$ cat config.mk
export PLATFORM = sky130hd
export DESIGN_NAME = branch_unit
export DESIGN_NICKNAME = d
export VERILOG_FILES = /design/src/source/gpu_exec_pkg.sv /design/src/source/branch_unit.sv
export SDC_FILE = /design/constraint.sdc
export NUM_CORES = 1
export LEC_CHECK = 0
export BUFFER_PORTS_ARGS = -buffer_cell sky130_fd_sc_hd__buf_2
export CAP_MARGIN = 20
export CORE_AREA = 4 4 204 206
export DETAILED_ROUTE_END_ITERATION = 16
export DIE_AREA = 0 0 208 210
export GPL_ROUTABILITY_DRIVEN = 0
export SLEW_MARGIN = 20
export SYNTH_ARGS = -nofsm -noshare
export SYNTH_HDL_FRONTEND = slang
export SYNTH_SLANG_ARGS = --single-unit
$ cat constraint.sdc
create_clock -name vclk -period 4.63
set_input_delay 0.463 -clock vclk [all_inputs]
set_output_delay 0.463 -clock vclk [all_outputs]
set_load 0.02 [all_outputs]
$ cat src/source/gpu_exec_pkg.sv
package gpu_exec_pkg;

    ////////////////////////////////////////////////////////////////////
    // warp geometry and field widths
    ////////////////////////////////////////////////////////////////////

    localparam int DATA_WIDTH  = 32;
    localparam int NUM_THREADS = 8;

    localparam int WARP_ID_W = 3;
    localparam int REG_ID_W  = 5;
    localparam int SCB_ID_W  = 2;
    localparam int ALUOP_W   = 4;

    localparam int QUEUE_DEPTH = 4;
    // free-slot counter has to hold 0..QUEUE_DEPTH
    localparam int FREE_W      = $clog2(QUEUE_DEPTH + 1);

    ////////////////////////////////////////////////////////////////////
    // alu op codes, anything above OP_SLL yields zero
    ////////////////////////////////////////////////////////////////////

    localparam logic [ALUOP_W-1:0] OP_ADD = 4'd0;  // add, imm allowed
    localparam logic [ALUOP_W-1:0] OP_SUB = 4'd1;
    localparam logic [ALUOP_W-1:0] OP_MUL = 4'd2;  // 16x16 unsigned
    localparam logic [ALUOP_W-1:0] OP_AND = 4'd3;  // imm allowed
    localparam logic [ALUOP_W-1:0] OP_OR  = 4'd4;  // imm allowed
    localparam logic [ALUOP_W-1:0] OP_XOR = 4'd5;  // imm allowed
    localparam logic [ALUOP_W-1:0] OP_SRA = 4'd6;  // shamt = imm[11:7]
    localparam logic [ALUOP_W-1:0] OP_SLL = 4'd7;  // shamt = imm[11:7]

    ////////////////////////////////////////////////////////////////////
    // queue payloads
    ////////////////////////////////////////////////////////////////////

    // register write result heading to the cdb
    typedef struct packed {
        logic [WARP_ID_W-1:0]              warp_id;
        logic [REG_ID_W-1:0]               dst;
        logic [NUM_THREADS-1:0]            mask;
        logic [NUM_THREADS*DATA_WIDTH-1:0] data;   // lane 0 in the low word
    } cdb_entry_t;

    // branch outcome for fetch and the simt stack
    typedef struct packed {
        logic [WARP_ID_W-1:0]   warp_id;
        logic [DATA_WIDTH-1:0]  target;
        logic [NUM_THREADS-1:0] taken_mask;
        logic                   divergent;
    } branch_entry_t;

endpackage

$ cat src/source/branch_unit.sv
`timescale 1ns/1ps

module branch_unit
    import gpu_exec_pkg::*;
(
    input  logic [NUM_THREADS*DATA_WIDTH-1:0] src1,
    input  logic [NUM_THREADS*DATA_WIDTH-1:0] src2,
    input  logic [NUM_THREADS-1:0]            active_mask,
    input  logic                              is_blt,   // low selects beq
    output logic [NUM_THREADS-1:0]            taken_mask,
    output logic                              divergent
);

    logic [NUM_THREADS-1:0] lane_eq;
    logic [NUM_THREADS-1:0] lane_lt;
    logic [NUM_THREADS-1:0] lane_cond;

    ////////////////////////////////////////////////////////////////////
    // per-lane compare
    ////////////////////////////////////////////////////////////////////

    genvar i;
    generate
        for (i = 0; i < NUM_THREADS; i++) begin : g_cmp
            logic [DATA_WIDTH-1:0] a;
            logic [DATA_WIDTH-1:0] b;

            assign a = src1[i*DATA_WIDTH +: DATA_WIDTH];
            assign b = src2[i*DATA_WIDTH +: DATA_WIDTH];

            assign lane_eq[i] = (a == b);
            assign lane_lt[i] = ($signed(a) < $signed(b));  // blt is signed
        end
    endgenerate

    assign lane_cond  = is_blt ? lane_lt : lane_eq;
    assign taken_mask = lane_cond & active_mask;

    ////////////////////////////////////////////////////////////////////
    // divergence
    ////////////////////////////////////////////////////////////////////

    // some active lanes go, some stay; an empty warp never diverges
    always_comb begin
        divergent = 1'b0;
        if (|taken_mask && (taken_mask != active_mask)) begin
            divergent = 1'b1;
        end
    end

endmodule

After elaboration in Yosys (flattened, before gate mapping)
Index checks and enable logic that the tools add are counted.
{"block": "totals", "wordCells": 22, "output_inout_bits": 9, "register_bits": 0, "in_bits": 521}
{"block": "op_classes", "mux": 2, "bitwise": 1, "n_lt_le_gt_ge": 8, "n_eq_ne": 9, "n_reduce_logical": 2}
{"cell": "equality test 32 bit", "n": 8}
{"cell": "< comparator 32 bit", "n": 8}
{"cell": "AND 8 bit", "n": 1}
{"cell": "two-way mux 8 bit", "n": 1}
{"cell": "!= test 8 bit", "n": 1}
{"cell": "OR reduction 8 bit", "n": 1}
{"cell": "logical AND 1 bit", "n": 1}
{"cell": "two-way mux 1 bit", "n": 1}

Logic depth before layout (Yosys ltp)
Gate-level depths: netlist of run 1.
{"block": "logic_depth", "depth_word": 6, "ltp_mapped": 11, "depth_no_buf": 11}

Worst setup path after synthesis of run 1
OpenSTA, ideal clock, no wires.
{"block": "synth_path", "path_kind": "input-to-output", "start": "input port src2[95]", "end": "output port divergent", "arrival_ns": 3.216, "n_path_buf": 0, "stages": 11, "required_ns": 4.167, "path_slack_ns": 0.951, "cell_sequence": "inv_1 -> ha_1 -> nand4_2 -> or4_4 -> o22a_1 -> and4_4 -> a211o_1 -> and2_4 -> or3b_1 -> or4_1 -> a2bb2oi_1"}
{"block": "synth_via", "elab_chain_len": 6, "elab_cells_between_ends": 8, "classes_between": "order compare (1); eq/ne (2); mux (2); bitwise (1); reduce/logical (2)"}
{"element": "start: declaration", "line_no": "branch_unit.sv:7", "source": "input logic [NUM_THREADS*DATA_WIDTH-1:0] src2,"}
{"element": "< comparator 32 bit or equality test 32 bit (tied branches)", "line_no": "branch_unit.sv:32, branch_unit.sv:31"}
{"element": "two-way mux 8 bit (*)", "line_no": "branch_unit.sv:36", "source": "assign lane_cond = is_blt ? lane_lt : lane_eq;"}
{"element": "AND 8 bit (*)", "line_no": "branch_unit.sv:37", "source": "assign taken_mask = lane_cond & active_mask;"}
{"element": "net taken_mask[2]", "line_no": "branch_unit.sv:10", "source": "output logic [NUM_THREADS-1:0] taken_mask,"}
{"element": "!= test 8 bit or OR reduction 8 bit (tied branches)", "line_no": "branch_unit.sv:46", "source": "if (|taken_mask && (taken_mask != active_mask)) begin"}
{"element": "logical AND 1 bit (*)", "line_no": "branch_unit.sv:46"}
{"element": "two-way mux 1 bit (*)", "line_no": "branch_unit.sv:46"}
{"element": "end: declaration", "line_no": "branch_unit.sv:11", "source": "output logic divergent"}
The timed path passes the listed nets; every way through them passes the cells marked *.

Worst setup path in the final report of run 1
{"block": "layout_path", "start": "input port src2[95]", "end": "output port divergent"}
{"block": "layout_via", "elab_chain_len": 6, "elab_cells_between_ends": 8, "classes_between": "order compare (1); eq/ne (2); mux (2); bitwise (1); reduce/logical (2)"}
{"element": "< comparator 32 bit or equality test 32 bit (tied branches)", "line_no": "branch_unit.sv:32, branch_unit.sv:31"}
{"element": "two-way mux 8 bit (*)", "line_no": "branch_unit.sv:36"}
{"element": "AND 8 bit (*)", "line_no": "branch_unit.sv:37"}
{"element": "!= test 8 bit or OR reduction 8 bit (tied branches)", "line_no": "branch_unit.sv:46"}
{"element": "logical AND 1 bit (*)", "line_no": "branch_unit.sv:46"}
{"element": "two-way mux 1 bit (*)", "line_no": "branch_unit.sv:46"}
Every way passes the cells marked *; elsewhere a longest branch is shown, timed or not.

==> run summary, run 1 <==
status = finished, final reports clean
Residual DRC = 0
total die area = 43700 µm²
Port Buf Inserts = 530
Clk pwr share = 0%
Final Hold Viols = 0
Flop pwr share = 0%
core area = 39600 µm²
PD cells = 81.3 nW/µm²
Vias/cell = 4.30
P&R area growth vs syn = 49.6%
HPWL after DPL = 30.3 mm
Placement Rows = 73
Tot GR Track Use = 13.4%
top-area cell type share of the netlist area = 47.2%
Netlist cell types = 54
CTS resizes = 0
Internal Power = 0.404 mW
pre-CTS setup slack = 0.273 ns
leakage power = 6.37 nW
layout cells sized above 1 = 36.0%
CLK BUF = 0
leading area contributor after synthesis = ha_1
final hold slack = 1.34 ns
drt wl/cell = 15.5 µm
Post-DRT Antenna Nets = 0
final setup fails = 0
worst min path class = in2out
TritonRoute pass-1 iters = 4
Cell Count, Final, Fillers Out = 2046
DR vias = 8799
maxcap violations = 0
Slew @ Worst Pin = 1.08 ns
WP data required = 4.17 ns
peak supply drop = 32.7 µV
Comb power frac = 100.0%
crit path capture type = primary output
average size of a mapped cell = 6.91 µm²
RSZ-0062 raised after global routing = no
slowest CP cell = or4_4
drt total wl = 31.8 mm
maximum fanout along the worst path = 4
period utilization = 93.8%
vias in the first global route = 9139
postcts setup bufs = 0
max-slew violation count = 0
Mapped Area = 6790 µm²
largest net degree at the start of global routing = 17
Top cell by count, worst path = buf_2
Crit Path Class = in2out
Syn Inst Count = 983
final worst slack = 0.285 ns
fmax = 230 MHz
Slew HR = 27.3%
Startpoint Class = input pin
WP data arrival = 3.88 ns
first-pass GRT wire length = 47.3 mm
setup_tns = 0 ns
fill count = 4444
Iter 0 DRT Violations = 287
sequential share of the synthesized area = 0%
minimum clock period = 4.34 ns
num sequential = 0
nets = 2298
Ports = 530
fin util = 25.6%
placed cells = 2044
initial antenna violation count = 6
CP Cell Sequence = buf_2 > inv_1 > ha_1 > nand4_2 > or4_4 > nor3_1 > o31ai_1 > a211o_1 > and2_4 > or3b_1 > or4_1 > a2bb2oi_1 > buf_2
YS warnings = 0
FF+latch area = 0 µm²
# hold bufs at CTS = 0
CP Launch Point = src2[95]
Congestion Overflow GR = 0
sw frac = 51.1%
Hold Startpoint = active_mask[2]
Starting Density = 17.1%
Max stage delay on crit path = 0.55 ns
syn_nets = 1760
largest cells by area after synthesis = ha_1 47%, inv_1 15%, a21oi_1 8.2%, nand4_1 4.8%, nand2_1 3.4%
Die H = 210 µm
net switching power = 0.422 mW
DIE WIDTH = 208 µm
==> metal layers <==
metal  wire length, µm  share of wire, %  GRT usage, %  vias up
met3              2360               7.4          2.29       40
met5                20             0.063             0        -
met2             16600                52          26.9      382
li1                  -                 -             -     4522
met1             12100                38          14.7     3853
met4               792               2.5          2.81        2
==> synthesized netlist by cell type (all sizes together) (3+ instances only) <==
library cell	n
a211oi	6
a21boi	6
a21o	13
a21oi	111
a221o	4
a221oi	6
and2	4
and3	4
and4	4
ha	256
inv	268
nand2	62
nand3	29
nand4	53
nor2	29
nor2b	10
nor3	11
nor4	13
o211ai	7
o21a	4
o21ai	39
o311ai	3
o31ai	4
or4	3
==> metrics by stage <==
step	area [µm²]	power [mW]
final	10200	0.826
after detailed placement	10200	0.835
after global routing	10200	0.951
after floorplan	6790	0.426
after CTS	10200	0.842
after global placement	10200	0.812
==> final timing paths <==
path | cells past startpoint | to | slack (ns)
worst max-delay path | 13 | divergent | 0.29
worst min-delay path | 3 | taken_mask[2] | 1.34
==> power by group through the flow <==
stage | logic [mW] | clock network (mW) | registers (mW)
4_1_cts | 0.842 | 0 | 0
5_1_grt | 0.951 | 0.0000000578 | 0
6_report | 0.826 | 0.0000000578 | 0
3_3_place_gp | 0.812 | 0 | 0
3_5_place_dp | 0.835 | 0 | 0
2_1_floorplan | 0.426 | 0 | 0
==> worst max-delay path: cells and delay by family <==
family / cells / cell delay, ns
buffers and inverters: 3 / 0.29
AOI/OAI and AO/OA: 3 / 0.73
and+or+nand+nor: 6 / 2.03
adders and majority gates: 1 / 0.34
==> logic make-up (layout without fill, tap and decap cells) <==
logic type | after synthesis | after routing | share of synthesized area [%]
AOI/OAI and AO/OA | 220 | 220 | 19.4
adders and majority gates | 256 | 256 | 47.2
xor gates and xnor gates | 1 | 1 | 0.129
buffers and inverters | 270 | 806 | 14.9
and+or+nand+nor | 236 | 236 | 18.4
other | 0 | 2 | 0
==> layout make-up <==
cell class	count	area (µm²)	share of cell area (%)
inverters	268	1010	9.90
multi-input cells	713	5780	56.9
diodes	2	5.00	0.0493
repair buffers	538	2710	26.7
well taps	525	657	6.47
==> layout by cell type, fill, tap and decap left out, types with 3 or more instances in the layout <==
cell | netlist | routed
a221o_1 | 4 | 4
o311ai_0 | 3 | 3
o211ai_1 | 7 | 7
and2_1 | 3 | 3
o31ai_1 | 4 | 4
a221oi_1 | 6 | 6
ha_1 | 256 | 256
and4_1 | 3 | 3
o21a_1 | 4 | 4
inv_1 | 268 | 268
nor2_1 | 29 | 29
nor2b_1 | 10 | 10
buf_4 | 0 | 8
a21oi_1 | 111 | 111
and3_1 | 3 | 3
a21o_1 | 13 | 13
nand3_1 | 29 | 29
buf_2 | 0 | 530
nor3_1 | 11 | 11
nand2_1 | 62 | 62
o21ai_0 | 39 | 39
nor4_1 | 13 | 13
a211oi_1 | 6 | 6
a21boi_0 | 6 | 6
nand4_1 | 52 | 52
No activity file was read; power rests on OpenSTA's default activity.
==> run 2, diff against run 1 <==
--- a/config.mk
+++ b/config.mk
@@ -7,9 +7,9 @@
 export LEC_CHECK = 0
 export BUFFER_PORTS_ARGS = -buffer_cell sky130_fd_sc_hd__buf_2
 export CAP_MARGIN = 20
-export CORE_AREA = 4 4 204 206
+export CORE_AREA = 4 4 202 204
 export DETAILED_ROUTE_END_ITERATION = 16
-export DIE_AREA = 0 0 208 210
+export DIE_AREA = 0 0 206 208
 export GPL_ROUTABILITY_DRIVEN = 0
 export SLEW_MARGIN = 20
 export SYNTH_ARGS = -nofsm -noshare
==> constraint.sdc (replaced) <==
create_clock -name vclk -period 3.9
set_input_delay 0.39 -clock vclk [all_inputs]
set_output_delay 0.39 -clock vclk [all_outputs]
set_load 0.02 [all_outputs]
==> run summary, run 2 (synthesis gave the netlist of run 1 again) <==
status = finished, final reports clean
Final Power = 1.05 mW (+27%)
fill count = 4390 (-1.2%)
Placement Rows = 73 (unchanged)
crit path capture type = primary output
HPWL after DPL = 30.8 mm (+1.7%)
Slew @ Worst Pin = 0.622 ns (-0.459 ns)
vias in the first global route = 9300 (+1.8%)
Startpoint Class = input pin
DIE WIDTH = 206 µm (-0.96%)
Ports = 530 (unchanged)
maximum fanout along the worst path = 3 (-1)
minimum clock period = 3.80 ns
drt wl/cell = 15.6 µm (+0.37%)
P&R area growth vs syn = 55.7%
initial antenna violation count = 4 (-2)
Final Hold Viols = 0 (unchanged)
layout cells sized above 1 = 38.6% (+2.6 points)
DR vias = 9063 (+3.0%)
leakage power = 6.57 nW (+3.0%)
num sequential = 0 (unchanged)
Residual DRC = 0 (unchanged)
most common cell after layout, fill and taps aside = buf_2
WP data required = 3.51 ns (-0.66 ns)
most frequent cells in the layout = 529 x buf_2, 268 x inv_1, 252 x ha_1
peak supply drop = 35.9 µV (+9.7%)
PD cells = 99.2 nW/µm² (+22%)
first-pass GRT wire length = 47.2 mm (about the same)
DP Area = 10400 µm² (+2.4%)
Crit Path Class = in2out
CLK BUF = 0 (unchanged)
period utilization = 97.4%
Iter 0 DRT Violations = 262 (-8.7%)
Vias/cell = 4.34 (+1.0%)
worst min path class = in2out
max-slew violation count = 0 (unchanged)
cell area after layout = 10600 µm² (+4.1%)
WP data arrival = 3.41 ns (-0.47 ns)
nets = 2336 (+1.7%)
# hold bufs at CTS = 0 (unchanged)
total die area = 42800 µm² (-1.9%)
Post-DRT Antenna Nets = 0 (unchanged)
Cell Count, Final, Fillers Out = 2086 (+2.0%)
fmax = 263 MHz
Tot GR Track Use = 13.9% (+0.45 points)
fin util = 26.9% (+1.3 points)
FF+latch area = 0 µm² (unchanged)
final setup fails = 0 (unchanged)
Congestion Overflow GR = 0 (unchanged)
drt total wl = 32.5 mm (+2.3%)
core area = 39300 µm² (-0.92%)
Die H = 208 µm (-0.95%)
placed cells = 2076 (+1.6%)
Slew HR = 58.2% (+31 points)
maxcap violations = 0 (unchanged)
largest net degree at the start of global routing = 16 (-1)
Port Buf Inserts = 530 (unchanged)
Starting Density = 17.3% (+0.16 points)
TritonRoute pass-1 iters = 4 (unchanged)
[run 2: cell types whose count changed in the layout (fill, tap and decap cells not counted), moves of 3 or more]
| cell | delta |
|---|---|
| nor4_1 | -4 |
| buf_4 | +39 |
| nor4_2 | +3 |
| ha_1 | -4 |
[run 2: where the power goes]
group	internal (mW)	total [mW]	switching, mW	leakage, nW
sequential	0	0	0	0
clock	0.000000168	0.000000168	0	0.0000270
combinational	0.521	1.05	0.528	6.57
[run 2: final cells by class]
class | instances | area (µm²) | area share [%]
inverter | 268 | 1010 | 9.51
tap | 525 | 657 | 6.21
multi-input combinational | 713 | 5910 | 55.8
timing repair buffer | 576 | 3000 | 28.4
antenna | 4 | 10.0 | 0.0946
[run 2: per-layer routing]
metal | vias to the layer above | routed length [µm] | GRT usage (%)
li1 | 4599 | - | -
met1 | 3994 | 12600 | 15.3
met2 | 416 | 16200 | 26.5
met3 | 52 | 2360 | 1.92
met4 | 2 | 1330 | 4.91
met5 | - | 7 | 0
[run 2: worst paths after layout]
kind	start	end	slack, ns	cells after the start
setup / recovery	src2[59]	divergent	0.10	14
hold / removal	active_mask[0]	taken_mask[0]	1.17	4
[run 2: critical path, stage by stage]
cell and delay (ns):
buf_2 0.08, inv_1 0.03, ha_2 0.39, nand4_1 0.13
buf_4 0.15, nor3_1 0.17, a221oi_1 0.12, and3_1 0.18
and3_1 0.20, o311a_4 0.41, or3b_4 0.42, or4_1 0.41
a2bb2oi_1 0.14, buf_4 0.19
[run 2: timing repair]
item,4_1_cts,5_1_grt
setup buffers,4,2
gates resized for setup,12,13
setup endpoints to repair,1,1
pin swaps,6,5
[run 2: metrics by stage]
step / TNS [ns] / setup slack [ns] / hold slack (ns)
6_report: 0 / 0.103 / 1.17
5_1_grt: -0.0320 / -0.0320 / 1.21
4_1_cts: 0 / 0.0392 / 1.20
3_5_place_dp: -0.174 / -0.174 / 1.27
3_3_place_gp: -0.141 / -0.141 / 1.26
2_1_floorplan: 0 / 0.367 / 0.920
==> run 3, diff against run 2 <==
--- a/config.mk
+++ b/config.mk
@@ -7,9 +7,9 @@
 export LEC_CHECK = 0
 export BUFFER_PORTS_ARGS = -buffer_cell sky130_fd_sc_hd__buf_2
 export CAP_MARGIN = 20
-export CORE_AREA = 4 4 202 204
+export CORE_AREA = 4 4 204 206
 export DETAILED_ROUTE_END_ITERATION = 16
-export DIE_AREA = 0 0 206 208
+export DIE_AREA = 0 0 208 210
 export GPL_ROUTABILITY_DRIVEN = 0
 export SLEW_MARGIN = 20
 export SYNTH_ARGS = -nofsm -noshare
==> run summary, run 3 (synthesis gave the netlist of run 1 again) <==
final setup fails = 0 (unchanged)
placed cells = 2062 (-0.67%)
CLK BUF = 0 (unchanged)
crit path capture type = primary output
Iter 0 DRT Violations = 279 (+6.5%)
Critical Path End = divergent
WP data arrival = 3.43 ns (+0.02 ns)
minimum clock period = 3.82 ns (+0.0208 ns)
Residual DRC = 0 (unchanged)
Tot GR Track Use = 13.4% (-0.46 points)
worst min path class = in2out
drt wl/cell = 15.5 µm (-0.91%)
Slew HR = 53.9% (-4.3 points)
maximum fanout along the worst path = 3 (unchanged)
Final Power = 1.01 mW (-3.4%)
HPWL after DPL = 30.4 mm (-1.3%)
Post-DRT Antenna Nets = 0 (unchanged)
fmax = 262 MHz (-0.54%)
DIE WIDTH = 208 µm (+0.97%)
first-pass GRT wire length = 47.6 mm (+0.69%)
most frequent cells in the layout = 529 x buf_2, 268 x inv_1, 252 x ha_1
nets = 2316 (-0.86%)
DP Area = 10300 µm² (-1.0%)
Slew @ Worst Pin = 0.685 ns (+0.0634 ns)
status = finished, final reports clean
WP data required = 3.51 ns (about the same)
maxcap violations = 0 (unchanged)
most common cell after layout, fill and taps aside = buf_2
period utilization = 97.9% (+0.53 points)
leakage power = 6.49 nW (-1.1%)
worst hold path depth = 3 (-1)
num sequential = 0 (unchanged)
# hold bufs at CTS = 0 (unchanged)
Startpoint Class = input pin
Ports = 530 (unchanged)
TritonRoute pass-1 iters = 4 (unchanged)
peak supply drop = 36.4 µV (+1.6%)
antenna cell count = 0 (-4)
initial antenna violation count = 2 (-2)
Starting Density = 17.1% (-0.16 points)
core area = 39600 µm² (+0.93%)
Crit Path Class = in2out
Final Hold Viols = 0 (unchanged)
Cell Count, Final, Fillers Out = 2062 (-1.2%)
Vias/cell = 4.29 (-1.3%)
P&R area growth vs syn = 53.7%
setup_tns = 0 ns (unchanged)
CP Launch Point = src1[179]
vias in the first global route = 9192 (-1.2%)
DR vias = 8843 (-2.4%)
cell area after layout = 10400 µm² (-1.3%)
largest net degree at the start of global routing = 10 (-6)
max-slew violation count = 0 (unchanged)
postcts setup bufs = 0 (-4)
drt total wl = 31.9 mm (-2.1%)
Congestion Overflow GR = 0 (unchanged)
PD cells = 97.1 nW/µm² (-2.1%)
Placement Rows = 73 (unchanged)
FF+latch area = 0 µm² (unchanged)
Die H = 210 µm (+0.96%)
total die area = 43700 µm² (+1.9%)
layout cells sized above 1 = 37.7% (-0.86 points)
Port Buf Inserts = 530 (unchanged)
## run 3: layout make-up
cell class / instances / area, µm²
tap: 525 / 657
inverter: 268 / 1010
fill: 4448 / 29200
timing repair buffer: 556 / 2850
multi-input combinational: 713 / 5930
## run 3: worst max-delay path, stage by stage
cell       delay (ns)
buf_2            0.10
ha_1             0.34
a21oi_1          0.24
o21ai_0          0.17
a221oi_1         0.26
o21ai_0          0.22
nand4b_1         0.15
o311ai_0         0.13
buf_4            0.18
or3b_2           0.45
or4_1            0.47
a2bb2oi_1        0.14
buf_4            0.18
## run 3: power by group
group / switching (mW) / internal (mW) / leakage, nW
clock network: 0 / 0 / 0
registers: 0 / 0 / 0
logic: 0.513 / 0.500 / 6.49
## run 3: what timing repair did
item	in CTS	in global routing
endpoints found under the setup margin	1	1
pin swaps	5	4
cloned	0	0
resized for setup	9	15
## run 3: routing by layer
layer | vias to the layer above | global-route usage, % | share of wire (%)
met3 | 46 | 1.93 | 6.5
met5 | - | 0 | 0.063
met1 | 3860 | 14.9 | 39
li1 | 4557 | - | -
met2 | 378 | 26.6 | 52
met4 | 2 | 3.22 | 3.0
## run 3: worst min path at each step
stage,start,end,slack (ns)
finish,active_mask[2],taken_mask[2],1.19
global route,active_mask[2],taken_mask[2],1.20
CTS,active_mask[2],taken_mask[2],1.20
detailed placement,active_mask[2],taken_mask[2],1.19
global placement,active_mask[2],taken_mask[2],1.19
floorplan,active_mask[2],taken_mask[2],0.92
## run 3: metrics by stage
step                setup WS [ns]  util, %  hold slack (ns)
global route              -0.0358     26.3             1.20
floorplan                   0.367        -            0.920
detailed placement         -0.195     26.0             1.19
CTS                        0.0113     26.1             1.20
global placement           -0.102     26.0             1.19
finish                     0.0826     26.3             1.19
